$ cat config.mk
export PLATFORM = sky130hd
export DESIGN_NAME = rsp_combiner_flat
export DESIGN_NICKNAME = d
export VERILOG_FILES = /design/src/source/memctrl_pkg.sv /design/src/source/memctrl_if.sv /design/src/source/rsp_combiner.sv /design/src/flat_wrapper.sv
export SDC_FILE = /design/constraint.sdc
export NUM_CORES = 1
export LEC_CHECK = 0
export BUFFER_PORTS_ARGS = -buffer_cell sky130_fd_sc_hd__buf_2
export CAP_MARGIN = 25
export CORE_AREA = 5 5 386 388
export DETAILED_ROUTE_END_ITERATION = 7
export DIE_AREA = 0 0 391 393
export GPL_TIMING_DRIVEN = 0
export PLACE_DENSITY = 0.33
export SLEW_MARGIN = 20
export SYNTH_ARGS = -nofsm -noshare
export SYNTH_HDL_FRONTEND = slang
export SYNTH_SLANG_ARGS = --single-unit
$ cat constraint.sdc
create_clock -name clk_i -period 14.08 [get_ports clk_i]
set_input_delay 2.816 -clock clk_i [delete_from_list [all_inputs] [get_ports clk_i]]
set_output_delay 2.816 -clock clk_i [all_outputs]
set_load 0.05 [all_outputs]
$ cat src/source/memctrl_pkg.sv
// Geometry and field types of the cache memory controller
// Widths are fixed by the localparams below and are not parameters of the modules

package memctrl_pkg;

    // Cache geometry
    localparam int unsigned SETS       = 16;
    localparam int unsigned WAYS       = 4;
    localparam int unsigned LINE_WORDS = 4;
    localparam int unsigned WORD_WIDTH = 32;
    localparam int unsigned TAG_WIDTH  = 20;

    // Request address fields
    typedef logic [$clog2(SETS)-1:0]       set_t;
    typedef logic [TAG_WIDTH-1:0]          tag_t;
    typedef logic [$clog2(LINE_WORDS)-1:0] word_idx_t;

    // Way selection, one-hot or index form
    typedef logic [WAYS-1:0]               way_vec_t;
    typedef logic [$clog2(WAYS)-1:0]       way_idx_t;

    // Data payloads
    typedef logic [WORD_WIDTH-1:0]         word_t;
    typedef logic [WORD_WIDTH/8-1:0]       be_t;
    typedef word_t [LINE_WORDS-1:0]        line_t;
    typedef line_t [WAYS-1:0]              way_lines_t;

    // Request operation
    typedef enum logic [1:0] {
        OP_READ   = 2'd0,
        OP_WRITE  = 2'd1,
        OP_REFILL = 2'd2,
        OP_INVAL  = 2'd3
    } op_t;

endpackage
$ cat src/source/memctrl_if.sv
// Internal bundles between the controller parts
// accept and retire are single-cycle strobes from the response combiner

`timescale 1ns/1ps

// Request fields, valid on the accept cycle only
interface cache_req_if;
    import memctrl_pkg::*;

    op_t       op;
    set_t      set;
    tag_t      tag;
    word_idx_t word;
    word_t     wdata;
    be_t       be;
    way_idx_t  way;
    line_t     line;
    logic      accept;

    modport source   (output op, set, tag, word, wdata, be, way, line);
    modport combiner (input op, set, word, wdata, be, line, output accept);
    modport dir      (input op, set, tag, way, accept);
    modport data     (input set, accept);
endinterface

// Directory results towards the combiner
interface dir_result_if;
    import memctrl_pkg::*;

    way_vec_t hit_way;
    way_vec_t sel_way;
    logic     init_done;
    logic     retire;

    modport dir      (output hit_way, sel_way, init_done, input retire);
    modport combiner (input hit_way, sel_way, init_done, output retire);
endinterface

// Masked line write into the data array
interface data_wr_if;
    import memctrl_pkg::*;

    logic     we;
    set_t     set;
    way_vec_t way;
    line_t    line;
    line_t    mask;

    modport combiner (output we, set, way, line, mask);
    modport data     (input we, set, way, line, mask);
endinterface

$ cat src/source/rsp_combiner.sv
// Stage-1 register and response build; one request in stage 1 at a time
// Data writes happen on the response handshake so a held response writes once

`timescale 1ns/1ps

module rsp_combiner (
    input  logic                    clk_i,
    input  logic                    rst_ni,
    cache_req_if.combiner           req,
    dir_result_if.combiner          res,
    data_wr_if.combiner             wr,
    input  memctrl_pkg::way_lines_t rd_lines_i,
    input  logic                    rsp_ready_i,
    input  logic                    req_valid_i,
    output logic                    req_ready_o,
    output logic                    rsp_valid_o,
    output logic                    rsp_hit_o,
    output memctrl_pkg::way_vec_t   rsp_way_o,
    output memctrl_pkg::word_t      rsp_rdata_o
);
    import memctrl_pkg::*;

    logic      valid_q;
    op_t       op_q;
    set_t      set_q;
    word_idx_t word_q;
    word_t     wdata_q;
    be_t       be_q;
    line_t     line_q;
    logic      is_lookup;
    logic      is_fill;
    logic      any_hit;
    word_t     hit_word;
    line_t     byte_mask;

    // Stage 1 frees up in the same cycle it retires
    assign req_ready_o = res.init_done && (!valid_q || rsp_ready_i);
    assign req.accept  = req_valid_i && req_ready_o;
    assign res.retire  = valid_q && rsp_ready_i;

    always_ff @(posedge clk_i or negedge rst_ni) begin
        if (!rst_ni) begin
            valid_q <= 1'b0;
            op_q    <= OP_READ;
        end else if (req.accept) begin
            valid_q <= 1'b1;
            op_q    <= req.op;
        end else if (res.retire) begin
            valid_q <= 1'b0;
        end
    end

    always_ff @(posedge clk_i) begin
        if (req.accept) begin
            set_q   <= req.set;
            word_q  <= req.word;
            wdata_q <= req.wdata;
            be_q    <= req.be;
            line_q  <= req.line;
        end
    end

    assign is_lookup = (op_q == OP_READ) || (op_q == OP_WRITE);
    assign is_fill   = (op_q == OP_REFILL);
    assign any_hit   = |res.hit_way;

    // Hit way is one-hot, so OR-ing the selected words is enough
    always_comb begin
        hit_word = '0;
        for (int w = 0; w < WAYS; w++) begin
            if (res.hit_way[w]) begin
                hit_word |= rd_lines_i[w][word_q];
            end
        end
    end

    always_comb begin
        byte_mask = '0;
        for (int b = 0; b < WORD_WIDTH / 8; b++) begin
            byte_mask[word_q][8*b +: 8] = {8{be_q[b]}};
        end
    end

    assign wr.we   = res.retire && (is_fill || ((op_q == OP_WRITE) && any_hit));
    assign wr.set  = set_q;
    assign wr.way  = is_fill ? res.sel_way : res.hit_way;
    assign wr.line = is_fill ? line_q : {LINE_WORDS{wdata_q}};
    assign wr.mask = is_fill ? '1 : byte_mask;

    assign rsp_valid_o = valid_q;
    assign rsp_hit_o   = is_lookup && any_hit;
    assign rsp_way_o   = is_lookup ? res.hit_way : res.sel_way;
    assign rsp_rdata_o = (op_q == OP_READ) ? hit_word : '0;

endmodule

$ cat src/flat_wrapper.sv
// flat-port wrapper written by rule: the top's interface ports become plain ports
module rsp_combiner_flat import memctrl_pkg::*;
  (clk_i, rst_ni, rd_lines_i, rsp_ready_i, req_valid_i, req_ready_o, rsp_valid_o, rsp_hit_o, rsp_way_o, rsp_rdata_o, req_op, req_set, req_word, req_wdata, req_be, req_line, req_accept, res_hit_way, res_sel_way, res_init_done, res_retire, wr_we, wr_set, wr_way, wr_line, wr_mask);
  cache_req_if req_i ();
  dir_result_if res_i ();
  data_wr_if wr_i ();
  input  logic clk_i;
  input  logic rst_ni;
  input  memctrl_pkg::way_lines_t rd_lines_i;
  input  logic rsp_ready_i;
  input  logic req_valid_i;
  output logic req_ready_o;
  output logic rsp_valid_o;
  output logic rsp_hit_o;
  output memctrl_pkg::way_vec_t rsp_way_o;
  output memctrl_pkg::word_t rsp_rdata_o;
  input wire logic [$bits(req_i.op)-1:0] req_op;
  input wire logic [$bits(req_i.set)-1:0] req_set;
  input wire logic [$bits(req_i.word)-1:0] req_word;
  input wire logic [$bits(req_i.wdata)-1:0] req_wdata;
  input wire logic [$bits(req_i.be)-1:0] req_be;
  input wire logic [$bits(req_i.line)-1:0] req_line;
  output wire logic [$bits(req_i.accept)-1:0] req_accept;
  input wire logic [$bits(res_i.hit_way)-1:0] res_hit_way;
  input wire logic [$bits(res_i.sel_way)-1:0] res_sel_way;
  input wire logic [$bits(res_i.init_done)-1:0] res_init_done;
  output wire logic [$bits(res_i.retire)-1:0] res_retire;
  output wire logic [$bits(wr_i.we)-1:0] wr_we;
  output wire logic [$bits(wr_i.set)-1:0] wr_set;
  output wire logic [$bits(wr_i.way)-1:0] wr_way;
  output wire logic [$bits(wr_i.line)-1:0] wr_line;
  output wire logic [$bits(wr_i.mask)-1:0] wr_mask;
  assign req_i.op = req_op;
  assign req_i.set = req_set;
  assign req_i.word = req_word;
  assign req_i.wdata = req_wdata;
  assign req_i.be = req_be;
  assign req_i.line = req_line;
  assign req_accept = req_i.accept;
  assign res_i.hit_way = res_hit_way;
  assign res_i.sel_way = res_sel_way;
  assign res_i.init_done = res_init_done;
  assign res_retire = res_i.retire;
  assign wr_we = wr_i.we;
  assign wr_set = wr_i.set;
  assign wr_way = wr_i.way;
  assign wr_line = wr_i.line;
  assign wr_mask = wr_i.mask;
  rsp_combiner u_core (.clk_i(clk_i), .rst_ni(rst_ni), .req(req_i), .res(res_i), .wr(wr_i), .rd_lines_i(rd_lines_i), .rsp_ready_i(rsp_ready_i), .req_valid_i(req_valid_i), .req_ready_o(req_ready_o), .rsp_valid_o(rsp_valid_o), .rsp_hit_o(rsp_hit_o), .rsp_way_o(rsp_way_o), .rsp_rdata_o(rsp_rdata_o));
endmodule
==> flow_summary.yaml <==
outcome:
  status: "complete, no violations"
setup_path:
  crit_arrival_ns: 5.05
  ff2ff_path_depth: 4
  end_kind: "output port"
  crit_fanout: 10
  rrSetupSlack_ns: 11.47
  cp_data_required_time_ns: 11.26
  r2r-end: "u_core.line_q[86]"
  path_class: "input pin to output port"
  critPathLaunchType: "input pin"
  critPathSlowestCell: "clkbuf_1"
  critPathMaxStageDelay_ns: 0.75
  rr_startpoint: "u_core.rsp_valid_o"
  cp-startpoint: "res_hit_way[2]"
  path_cells: "clkbuf_1, buf_1, nand2_1, a41oi_1, buf_2"
hold_path:
  hold_path_depth: 2
  hold_path.class: "register to register"
  min_to: "u_core.rsp_valid_o"
  hp-start: "u_core.rsp_valid_o"
place:
  port_buffers: 999
  gp_congestion: 0.912
  hpwlAfterDp_um: 97300
global_route:
  grt_overflow: 0
  busiest_layer: "met2"
  grt_pass1_wl_um: 135000
  track_usage_pct: 13.4
  grtUsageMet2_pct: 25.4
  met3_usage_pct: 3.24
  grt_max_degree: 89
  grt_pass1_vias: 13500
  use_met1_pct: 14.4
  antenna_found_initial: 88
logic_synthesis:
  ys_types: 26
  synth_mux_area_share_pct: 24.8
  synth-seq-cells: 173
  synth_area_um2: 11600
  synth_nets: 1733
  synth_top_flop_cell: "edfxtp_1"
  synthAdderAreaFrac_pct: 0
  yosys.area_share.xor_xnor_pct: 0
  synth-simple-area-share_pct: 14.8
  synth_top_family_by_area: "multiplexers"
  ys_seq_area_share_pct: 44.7
  yosys_warnings: 0
  postSynth.asyncResetShare_pct: 1.73
  synth_cells: 1036
  synth_compound_area_share_pct: 4.88
  synth-edff-count: 170
  syn_area_per_cell_um2: 11.2
detailed_routing:
  ant_nets: 0
  vias: 13200
  wirelength_um: 108000
  first_iter_violations: 918
  drc: 0
  routed_via_density: 3.27
  drtPass1Iterations: 7
  routedWlPerCell_um: 26.9
die:
  io_pins: 1003
  placementRows: 140
  fp.dieW_um: 391
  initial_core_util_pct: 7.99
  core_um2: 145000
  die_h_um: 393
  die_area_um2: 154000
cts:
  ctsHoldBuffers: 0
  clockBufferDepth: 2
  cts_resized: 0
  post-cts-setup-buffer-count: 0
  htreeDepth: 4
  cts_sinks: 173
  cts_root_buffer: "clkbuf_16"
  cts_buffers: 17
  clkLatencyLatePin_ns: 0.49
  clkTransAtPathRegs_ns: 0.07
  cts_tree: "yes"
timing:
  slew_headroom_pct: 30.4
  rsz0062_at_grt: "no"
  fmax_mhz: 127
  fin_crit_sh_pct: 55.9
  tightest_slew_ns: 1.04
  hold_viol: 0
  drv_slew: 0
  finalCriticalPeriod_ns: 7.87
  hold_slack_ns: 0.562
  setup_viol: 0
  setup_tns_ns: 0
  skew_ns: 0.0149
finish:
  final_cell_mix: "buf_2, nand2_1, edfxtp_1"
  final_common_cell: "buf_2"
  syn_to_final_growth_pct: 70.5
  drive_above_1_share_pct: 62.8
  fill_cells: 16800
  final_nets: 2753
pwr:
  power_density_nw_per_um2: 123
  p_leak_nw: 9.13
  vdd_drop_max_mv: 0.120
job:
  drv_cap: 0
[critical path: cells and delay by family]
family	cells	cell delay (ns)
AO/OA/AOI/OAI	1	0.36
AND/OR/NAND/NOR	1	0.11
buffers and inverters	3	1.73
[sequential cells by signal, indices dropped and copies added, names as in the netlist]
signal / flops
u_core.op_q: 2
u_core.wr.set: 4
u_core.line_q: 128
u_core.rsp_valid_o: 1
u_core.word_q: 2
u_core.wdata_q: 32
u_core.be_q: 4
[area by class of cell]
class                   instances  area, µm²  share of cell area (%)
repair buffers               1001       5040                    25.5
multi-input cells             675       5150                    26.1
flip-flops and latches        173       5180                    26.2
plain buffers                 187       1260                    6.36
diodes                         40        100                   0.507
clock inverters                15        180                   0.912
well taps                    1917       2400                    12.1
inverters                       1       11.3                  0.0570
clock buffers                  17        425                    2.15
[cell families (layout without fill, tap and decap cells)]
group | count (synthesis) | count (layout)
buf+inv | 188 | 1221
simple gates | 444 | 444
flops | 173 | 173
mux | 166 | 166
other cells | 0 | 40
compound gates | 65 | 65
[Yosys cell counts (3+ instances only)]
| cell type | count | area share, % |
|---|---|---|
| buf_6 | 5 | 0.49 |
| nor2b_1 | 3 | 0.16 |
| nand3_1 | 5 | 0.22 |
| mux4_2 | 96 | 19 |
| mux2_2 | 6 | 0.58 |
| clkbuf_1 | 25 | 0.81 |
| buf_1 | 3 | 0.097 |
| dfrtp_1 | 3 | 0.65 |
| a41oi_1 | 32 | 2.4 |
| buf_2 | 32 | 1.4 |
| nand2_1 | 425 | 14 |
| o22a_1 | 32 | 2.4 |
| edfxtp_1 | 170 | 44 |
| mux2i_1 | 64 | 5.5 |
| buf_4 | 120 | 7.8 |
[layer usage]
metal  wire (µm)  share of wire (%)  up-vias
met5         135               0.12        -
li1            -                  -     5753
met3        7520                6.9      151
met1       39300                 36     6485
met4        3390                3.1       22
met2       58000                 54      769
[report_power, final]
group          internal (mW)  switching (mW)  leakage [nW]
Combinational          0.341           0.974          7.22
Clock                  0.254           0.252         0.295
Sequential             0.594         0.00990          1.62
[worst max path at each step]
stage / to / slack, ns / cells after the start
after floorplan: req_accept / 4.61 / 3
after global placement: req_accept / 1.41 / 5
after detailed placement: rsp_rdata_o[25] / 6.12 / 5
after CTS: rsp_rdata_o[25] / 6.12 / 5
after global routing: rsp_rdata_o[25] / 6.12 / 5
final: rsp_rdata_o[6] / 6.21 / 5
[metrics by stage]
stage / area, µm² / cells / util (%) / setup WS, ns / power [mW]
6_report: 19700 / 4026 / 13.6 / 6.21 / 2.42
5_1_grt: 19700 / 4011 / 13.6 / 6.12 / 2.53
4_1_cts: 19600 / 3986 / 13.5 / 6.12 / 2.48
3_5_place_dp: 19000 / 3954 / 13.1 / 6.12 / 1.96
3_3_place_gp: 19000 / 3952 / 13.1 / 1.41 / 1.96
2_1_floorplan: 11600 / 1036 / - / 4.61 / 1.47
Power figures use the tool's default switching activity.
