### config.mk
export PLATFORM = sky130hd
export DESIGN_NAME = tag_directory_flat
export DESIGN_NICKNAME = d
export VERILOG_FILES = /design/src/source/memctrl_pkg.sv /design/src/source/memctrl_if.sv /design/src/source/tag_directory.sv /design/src/source/replacement_plru.sv /design/src/source/sram_1r1w.sv /design/src/flat_wrapper.sv
export SDC_FILE = /design/constraint.sdc
export NUM_CORES = 2
export LEC_CHECK = 0
export CORE_MARGIN = 8
export CORE_UTILIZATION = 35
export CTS_CLUSTER_SIZE = 24
export DETAILED_ROUTE_END_ITERATION = 8
export DONT_BUFFER_PORTS = 1
export HOLD_SLACK_MARGIN = 0.08
export PLACE_DENSITY = 0.56
export SLEW_MARGIN = 40
export SYNTH_ARGS = -nofsm -noshare
export SYNTH_HDL_FRONTEND = slang
export SYNTH_HIERARCHICAL = 1
export SYNTH_SLANG_ARGS = --single-unit
### constraint.sdc
create_clock -name clk_i -period 16 [get_ports clk_i]
set_input_delay 3.2 -clock clk_i [delete_from_list [all_inputs] [get_ports clk_i]]
set_output_delay 3.2 -clock clk_i [all_outputs]
set_load 0.005 [all_outputs]
### src/source/memctrl_pkg.sv
// Geometry and field types of the cache memory controller
// Widths are fixed by the localparams below and are not parameters of the modules

package memctrl_pkg;

    // Cache geometry
    localparam int unsigned SETS       = 16;
    localparam int unsigned WAYS       = 4;
    localparam int unsigned LINE_WORDS = 4;
    localparam int unsigned WORD_WIDTH = 32;
    localparam int unsigned TAG_WIDTH  = 20;

    // Request address fields
    typedef logic [$clog2(SETS)-1:0]       set_t;
    typedef logic [TAG_WIDTH-1:0]          tag_t;
    typedef logic [$clog2(LINE_WORDS)-1:0] word_idx_t;

    // Way selection, one-hot or index form
    typedef logic [WAYS-1:0]               way_vec_t;
    typedef logic [$clog2(WAYS)-1:0]       way_idx_t;

    // Data payloads
    typedef logic [WORD_WIDTH-1:0]         word_t;
    typedef logic [WORD_WIDTH/8-1:0]       be_t;
    typedef word_t [LINE_WORDS-1:0]        line_t;
    typedef line_t [WAYS-1:0]              way_lines_t;

    // Request operation
    typedef enum logic [1:0] {
        OP_READ   = 2'd0,
        OP_WRITE  = 2'd1,
        OP_REFILL = 2'd2,
        OP_INVAL  = 2'd3
    } op_t;

endpackage
### src/source/memctrl_if.sv
// Internal bundles between the controller parts
// accept and retire are single-cycle strobes from the response combiner

`timescale 1ns/1ps

// Request fields, valid on the accept cycle only
interface cache_req_if;
    import memctrl_pkg::*;

    op_t       op;
    set_t      set;
    tag_t      tag;
    word_idx_t word;
    word_t     wdata;
    be_t       be;
    way_idx_t  way;
    line_t     line;
    logic      accept;

    modport source   (output op, set, tag, word, wdata, be, way, line);
    modport combiner (input op, set, word, wdata, be, line, output accept);
    modport dir      (input op, set, tag, way, accept);
    modport data     (input set, accept);
endinterface

// Directory results towards the combiner
interface dir_result_if;
    import memctrl_pkg::*;

    way_vec_t hit_way;
    way_vec_t sel_way;
    logic     init_done;
    logic     retire;

    modport dir      (output hit_way, sel_way, init_done, input retire);
    modport combiner (input hit_way, sel_way, init_done, output retire);
endinterface


### src/source/tag_directory.sv
// Tag array with per-set valid bits; tags are cleared over SETS cycles after reset
// Refill and invalidate update the directory when accepted, hits are reported one cycle later

`timescale 1ns/1ps

module tag_directory (
    input  logic      clk_i,
    input  logic      rst_ni,
    cache_req_if.dir  req,
    dir_result_if.dir res
);
    import memctrl_pkg::*;

    // All tags of one set side by side
    typedef tag_t [WAYS-1:0] tag_ways_t;

    logic                init_done_q;
    set_t                init_set_q;
    way_vec_t [SETS-1:0] valid_q;
    set_t                set_q;
    tag_t                tag_q;
    logic                lookup_q;
    way_vec_t            sel_way_q;
    way_vec_t            hit_way;
    way_vec_t            victim;
    way_vec_t            inval_way;
    logic                is_refill;
    logic                is_inval;
    tag_ways_t           rd_tags;
    logic                tag_we;
    set_t                tag_waddr;
    tag_ways_t           tag_wdata;
    tag_ways_t           tag_wmask;

    assign is_refill = req.accept && (req.op == OP_REFILL);
    assign is_inval  = req.accept && (req.op == OP_INVAL);
    assign inval_way = way_vec_t'(1) << req.way;

    // Init walks all sets once, then hands the write port to refills
    always_ff @(posedge clk_i or negedge rst_ni) begin
        if (!rst_ni) begin
            init_done_q <= 1'b0;
            init_set_q  <= '0;
        end else if (!init_done_q) begin
            init_set_q  <= init_set_q + 1'b1;
            init_done_q <= (init_set_q == set_t'(SETS - 1));
        end
    end

    always_comb begin
        if (!init_done_q) begin
            tag_we    = 1'b1;
            tag_waddr = init_set_q;
            tag_wdata = '0;
            tag_wmask = '1;
        end else begin
            tag_we    = is_refill;
            tag_waddr = req.set;
            tag_wdata = {WAYS{req.tag}};
            for (int w = 0; w < WAYS; w++) begin
                tag_wmask[w] = {TAG_WIDTH{victim[w]}};
            end
        end
    end

    sram_1r1w #(
        .entry_t (tag_ways_t),
        .DEPTH   (SETS)
    ) u_tag_sram (
        .clk_i,
        .rst_ni,
        .rd_en_i   (req.accept),
        .rd_addr_i (req.set),
        .rd_data_o (rd_tags),
        .wr_en_i   (tag_we),
        .wr_addr_i (tag_waddr),
        .wr_data_i (tag_wdata),
        .wr_mask_i (tag_wmask)
    );

    always_ff @(posedge clk_i or negedge rst_ni) begin
        if (!rst_ni) begin
            valid_q  <= '0;
            lookup_q <= 1'b0;
        end else if (req.accept) begin
            lookup_q <= (req.op == OP_READ) || (req.op == OP_WRITE);
            if (is_refill) begin
                valid_q[req.set] <= valid_q[req.set] | victim;
            end
            if (is_inval) begin
                valid_q[req.set] <= valid_q[req.set] & ~inval_way;
            end
        end
    end

    // Lookup context for the stage-1 compare
    always_ff @(posedge clk_i) begin
        if (req.accept) begin
            set_q     <= req.set;
            tag_q     <= req.tag;
            sel_way_q <= is_refill ? victim : (is_inval ? inval_way : '0);
        end
    end

    always_comb begin
        for (int w = 0; w < WAYS; w++) begin
            hit_way[w] = valid_q[set_q][w] && (rd_tags[w] == tag_q);
        end
    end

    // Hits touch the MRU bits when their response leaves
    replacement_plru u_plru (
        .clk_i,
        .rst_ni,
        .updt_i       (res.retire && lookup_q && (|hit_way)),
        .updt_set_i   (set_q),
        .updt_way_i   (hit_way),
        .repl_set_i   (req.set),
        .repl_valid_i (valid_q[req.set]),
        .victim_way_o (victim),
        .repl_i       (is_refill)
    );

    assign res.hit_way   = hit_way;
    assign res.sel_way   = sel_way_q;
    assign res.init_done = init_done_q;

endmodule

### src/source/replacement_plru.sv
// MRU-bit pseudo-LRU, one bit per way and set
// A hit update and a refill to the same set in one cycle apply in that order

`timescale 1ns/1ps

module replacement_plru (
    input  logic                  clk_i,
    input  logic                  rst_ni,
    input  logic                  updt_i,
    input  memctrl_pkg::set_t     updt_set_i,
    input  memctrl_pkg::way_vec_t updt_way_i,
    input  memctrl_pkg::set_t     repl_set_i,
    input  memctrl_pkg::way_vec_t repl_valid_i,
    output memctrl_pkg::way_vec_t victim_way_o,
    input  logic                  repl_i
);
    import memctrl_pkg::*;

    way_vec_t [SETS-1:0] mru_q;
    way_vec_t [SETS-1:0] mru_d;
    way_vec_t            mru_repl;
    way_vec_t            free_way;
    way_vec_t            old_way;

    // Set the touched bit, restart when all bits would be set
    function automatic way_vec_t mru_touch(way_vec_t bits, way_vec_t way);
        way_vec_t next;
        next = bits | way;
        if (&next) begin
            next = way;
        end
        return next;
    endfunction

    always_comb begin
        mru_repl = mru_q[repl_set_i];
        if (updt_i && (updt_set_i == repl_set_i)) begin
            mru_repl = mru_touch(mru_repl, updt_way_i);
        end
        // Walk down so the lowest index wins
        free_way = '0;
        old_way  = '0;
        for (int w = WAYS - 1; w >= 0; w--) begin
            if (!repl_valid_i[w]) begin
                free_way = way_vec_t'(1) << w;
            end
            if (!mru_repl[w]) begin
                old_way = way_vec_t'(1) << w;
            end
        end
    end

    assign victim_way_o = (|free_way) ? free_way : old_way;

    always_comb begin
        mru_d = mru_q;
        if (updt_i) begin
            mru_d[updt_set_i] = mru_touch(mru_q[updt_set_i], updt_way_i);
        end
        if (repl_i) begin
            mru_d[repl_set_i] = mru_touch(mru_repl, victim_way_o);
        end
    end

    always_ff @(posedge clk_i or negedge rst_ni) begin
        if (!rst_ni) begin
            mru_q <= '0;
        end else begin
            mru_q <= mru_d;
        end
    end

endmodule

### src/source/sram_1r1w.sv
// One read, one write array; a read of the address being written returns old data
// Read output holds its value while no read is issued

`timescale 1ns/1ps

module sram_1r1w #(
    parameter type entry_t = logic [7:0],
    parameter int  DEPTH   = 16
) (
    input  logic                     clk_i,
    input  logic                     rst_ni,
    input  logic                     rd_en_i,
    input  logic [$clog2(DEPTH)-1:0] rd_addr_i,
    output entry_t                   rd_data_o,
    input  logic                     wr_en_i,
    input  logic [$clog2(DEPTH)-1:0] wr_addr_i,
    input  entry_t                   wr_data_i,
    input  entry_t                   wr_mask_i
);

    entry_t mem_q [DEPTH];

    // Bit-masked write, unmasked bits keep their value
    always_ff @(posedge clk_i) begin
        if (wr_en_i) begin
            mem_q[wr_addr_i] <= (mem_q[wr_addr_i] & ~wr_mask_i) | (wr_data_i & wr_mask_i);
        end
    end

    always_ff @(posedge clk_i or negedge rst_ni) begin
        if (!rst_ni) begin
            rd_data_o <= '0;
        end else if (rd_en_i) begin
            rd_data_o <= mem_q[rd_addr_i];
        end
    end

endmodule

### src/flat_wrapper.sv
// flat-port wrapper written by rule: the top's interface ports become plain ports
module tag_directory_flat import memctrl_pkg::*;
  (clk_i, rst_ni, req_op, req_set, req_tag, req_way, req_accept, res_hit_way, res_sel_way, res_init_done, res_retire);
  cache_req_if req_i ();
  dir_result_if res_i ();
  input  logic clk_i;
  input  logic rst_ni;
  input wire logic [$bits(req_i.op)-1:0] req_op;
  input wire logic [$bits(req_i.set)-1:0] req_set;
  input wire logic [$bits(req_i.tag)-1:0] req_tag;
  input wire logic [$bits(req_i.way)-1:0] req_way;
  input wire logic [$bits(req_i.accept)-1:0] req_accept;
  output wire logic [$bits(res_i.hit_way)-1:0] res_hit_way;
  output wire logic [$bits(res_i.sel_way)-1:0] res_sel_way;
  output wire logic [$bits(res_i.init_done)-1:0] res_init_done;
  input wire logic [$bits(res_i.retire)-1:0] res_retire;
  assign req_i.op = req_op;
  assign req_i.set = req_set;
  assign req_i.tag = req_tag;
  assign req_i.way = req_way;
  assign req_i.accept = req_accept;
  assign res_hit_way = res_i.hit_way;
  assign res_sel_way = res_i.sel_way;
  assign res_init_done = res_i.init_done;
  assign res_i.retire = res_retire;
  tag_directory u_core (.clk_i(clk_i), .rst_ni(rst_ni), .req(req_i), .res(res_i));
endmodule
==> summary.md <==
| Metric | Value |
|---|---|
| Syn. warnings | `6` |
| # fillers | `about 19k` |
| Drt total wl | `229000 um` |
| DRT iter0 DRCs | `5105` |
| Max Slew Vio Count | `279` |
| Die ar. | `222000 sq um` |
| Net Sw Frac | `0.260` |
| IO Pins | `41` |
| Mapped cell area | `roughly 73000 sq um` |
| Sum Neg Setup Slack | `0 ns` |
| Initial Utilization | `0.352` |
| Worst Reg2Reg Path Length in Cells | `15` |
| Critical path, cell by cell | `mux4_2, a22o_1, or3_4, o2111ai_4, a21o_2, o32a_1, inv_1, nand2b_4, buf_12, o41a_1` |
| Post-CTS Setup Bufs | `0` |
| Area contributors post-synth | `edfxtp_1 54%, mux4_2 17%, dfrtp_1 7.4%` |
| Post-CTS sizing | `0` |
| Setup Skew | `around 0.036 ns` |
| Startpoint Class | `input port` |
| Sink Count | `1522` |
| Synth cell types | `74` |
| Gr usage total | `0.199` |
| Port buffer count | `0` |
| Sequential cell area fraction in the yosys report | `0.614` |
| Combinational cell fraction of total power | `0.141` |
| Hold Startpoint | `u_core/init_set_q[3]` |
| #FFs+latches synth | `around 1.5k` |
| CP Class | `in -> reg` |
| Post-synth EDFFs | `roughly 1.3k` |
| Primary FF master, synth | `edfxtp_1` |
| Worst slack, placed | `8.02 ns` |
| Arrival time worst endpoint | `9.50 ns` |
| Power per Cell Area | `between 100 and 150 nW/um^2` |
| Final worst slack | `6.96 ns` |
| Slew margin rel. | `-0.869` |
| Setup violators final | `0` |
| Leak pwr | `26.4 nW` |
| WHS Path Cells | `1` |
| Maximum VDD drop | `~0.00011 V` |
| Die width | `about 470 um` |
| Sequential share of power | `0.487` |
| Fmax | `~110 MHz` |
| Largest net degree at the start of global routing | `about 360` |
| Final worst path period need | `9.04 ns` |
| Initial antenna violation count | `9` |
| Sw Pwr | `about 2.6 mW` |
| Global placement routability congestion | `roughly 0.84` |
| Final period util | `0.565` |
| FFs w/ async S/R, synth | `0.141` |
| Synth Area per Inst | `16.9 sq um` |
| Slew @ Worst Pin | `~2.8 ns` |
| Flop2flop setup slack | `between 8 and 9 ns` |
| Worst-path clk slew | `around 0.06 ns` |
| Clk_lat worst skew | `between 0.8 and 0.9 ns` |
| CTS tree | `yes` |
| Most common library cell in the layout ignoring fill and taps | `edfxtp_1` |
| Cell family with most CP delay | `compound AO/OA/AOI/OAI gates` |
| CP Buf/Inv Count | `2` |
| P_int | `7.45 mW` |
| Core region area | `207000 sq um` |
| Cts hold-fix bufs | `0` |
| Share of cells above drive strength 1 | `0.219` |
| DP Wirelength | `approximately 120000 um` |
| Post-Synthesis Cells | `about 4.3k` |
| H-tree levels | `4` |
| RSZ-0062 raised after global routing | `no` |
| Critical path required time | `16.46 ns` |
| Worst-path cell with the longest stage delay | `mux4_2` |
| Die Y | `between 400 and 500 um` |
| Number of global-route vias before repair | `around 45k` |
| Max_cap viols | `0` |
| Cell accounting for the most synthesized area | `edfxtp_1` |
| Share of the synthesized area in the top cell type | `0.541` |
| Synth Net Count | `4332` |
| CTS max path bufs | `3` |
| Worst setup EP type | `flop` |
| Vias after detailed routing | `~44k` |
| Worst Hold Class | `reg -> reg` |
| Outcome | `finished, violations left` |
| Worst path max stage delay | `between 1 and 1.5 ns` |
| Clock power frac | `0.372` |
| WL/cell | `32.4 um` |
| Layout Nets | `roughly 4.3k` |
| Fin. Hold Viols | `0` |
| First-pass GRT wire length | `328000 um` |
| CTS root buf | `clkbuf_16` |
| Worst hold endpoint | `u_core/init_set_q[3]` |
| Syn-to-layout area delta | `11.8%` |
| Router iterations before antenna repair | `8` |
| Failing checks | `slew limit` |
| Drt drc | `0` |
| R2r startpoint | `u_core/tag_q[15]` |
| GRT overflow | `0` |
| Worst-path maximum fanout | `356` |
| Num CTS Buffers | `roughly 160` |
| Reg-to-Reg End | `u_core/u_tag_sram/mem_q[4][75]` |
| Commonest non-fill, non-tap cells in the layout | `1308 x edfxtp_1, 537 x mux4_2, 414 x mux2i_1` |
| Detail Route Antenna Nets | `0` |
| Vias per cell | `6.22` |
| Site row count | `167` |
==> cell type report <==
class | instances | area [sq um] | share of cell area
sequential | 1522 | 44600 | 0.550
timing repair buffer | 98 | 1220 | 0.0150
antenna | 12 | 30.0 | 0.000370
multi-input combinational | 2441 | 26600 | 0.328
inverter | 5 | 18.8 | 0.000231
tap | 2704 | 3380 | 0.0417
clock buffer | 234 | 4590 | 0.0565
clock inverter | 64 | 696 | 0.00857
==> routing by layer <==
metal  vias up  track usage  share of wire
met3       378       0.0433          0.093
met4         4       0.0535          0.026
met2      2255        0.317           0.47
li1      17900            -              -
met1     23500        0.279           0.41
met5         -            0       0.000092
==> power by group through the flow <==
stage | Clock [mW] | Combinational, mW | Sequential (mW)
finish | 3.75 | 1.42 | 4.91
global route | 3.97 | 1.50 | 4.92
CTS | 3.83 | 1.40 | 4.91
detailed placement | 0 | 1.40 | 4.99
global placement | 0 | 1.33 | 4.99
floorplan | 0 | 0.998 | 4.91
==> flip-flops by register name (all words and copies together) (netlist names) <==
signal,count
u_core/init_set_q,4
u_core/lookup_q,1
u_core/res.init_done,1
u_core/res.sel_way,4
u_core/set_q,4
u_core/tag_q,20
u_core/u_plru/mru_q,64
u_core/u_tag_sram/mem_q,1280
u_core/u_tag_sram/rd_data_o,80
u_core/valid_q,64
==> kinds of logic (layout without fill, tap and decap cells) <==
logic type	Yosys count	count (layout)	share of synthesized area
buffers and inverters	336	401	0.0229
AOI/OAI and AO/OA	806	806	0.0834
xor gates and xnor gates	87	87	0.0105
muxes	970	970	0.229
adders and majority gates	1	1	0.000172
other	0	12	0
DFF	1522	1522	0.614
and+or+nand+nor	577	577	0.0395
==> synth_stat cells (4+ instances only) <==
cell type	count
nand3_1	21
a31oi_1	33
a221oi_1	80
buf_6	24
buf_1	24
buf_2	110
mux4_1	13
or2_2	4
nand3b_1	8
and2_1	28
xnor2_1	84
o32ai_2	6
mux4_2	537
clkbuf_1	158
o41a_1	81
a21boi_4	4
o32ai_1	6
dfrtp_1	214
nor2_2	4
a21oi_1	100
or3b_2	4
nand4_1	23
o31ai_2	9
o22ai_1	304
buf_4	13
nor3_1	26
a22o_1	83
inv_1	4
mux2i_1	414
a211oi_1	5
nor2b_1	14
edfxtp_1	1308
mux2_2	6
o21ai_0	45
nand2_1	99
nor2_1	216
and3_1	7
nand2b_1	99
a22oi_1	4
o211ai_1	12
o31ai_1	12
==> metrics by stage <==
step | instances | hold WS, ns | power (mW) | instance area, sq um | util
2_1_floorplan | 4299 | 0.464 | 5.91 | 72600 | -
3_3_place_gp | 6744 | 0.498 | 6.32 | 75200 | 0.364
3_5_place_dp | 6767 | 0.498 | 6.38 | 75800 | 0.367
4_1_cts | 7065 | 0.508 | 10.1 | 81100 | 0.392
5_1_grt | 7068 | 0.530 | 10.4 | 81200 | 0.393
6_report | 7080 | 0.512 | 10.1 | 81200 | 0.393
==> worst max path at each step <==
stage / from / to / slack [ns] / cells past startpoint
after floorplan: req_set[3] / u_core/u_tag_sram/mem_q[12][0] / 4.94 / 9
after global placement: req_set[1] / u_core/u_tag_sram/mem_q[5][75] / 7.96 / 7
after detailed placement: req_set[1] / u_core/u_tag_sram/mem_q[3][75] / 8.02 / 10
after CTS: u_core/tag_q[15] / u_core/u_tag_sram/mem_q[12][77] / 8.61 / 15
after global routing: u_core/tag_q[15] / u_core/u_tag_sram/mem_q[4][72] / 8.36 / 15
final: req_set[2] / u_core/u_tag_sram/mem_q[4][75] / 6.96 / 10
No activity file was read; power rests on OpenSTA's default activity.
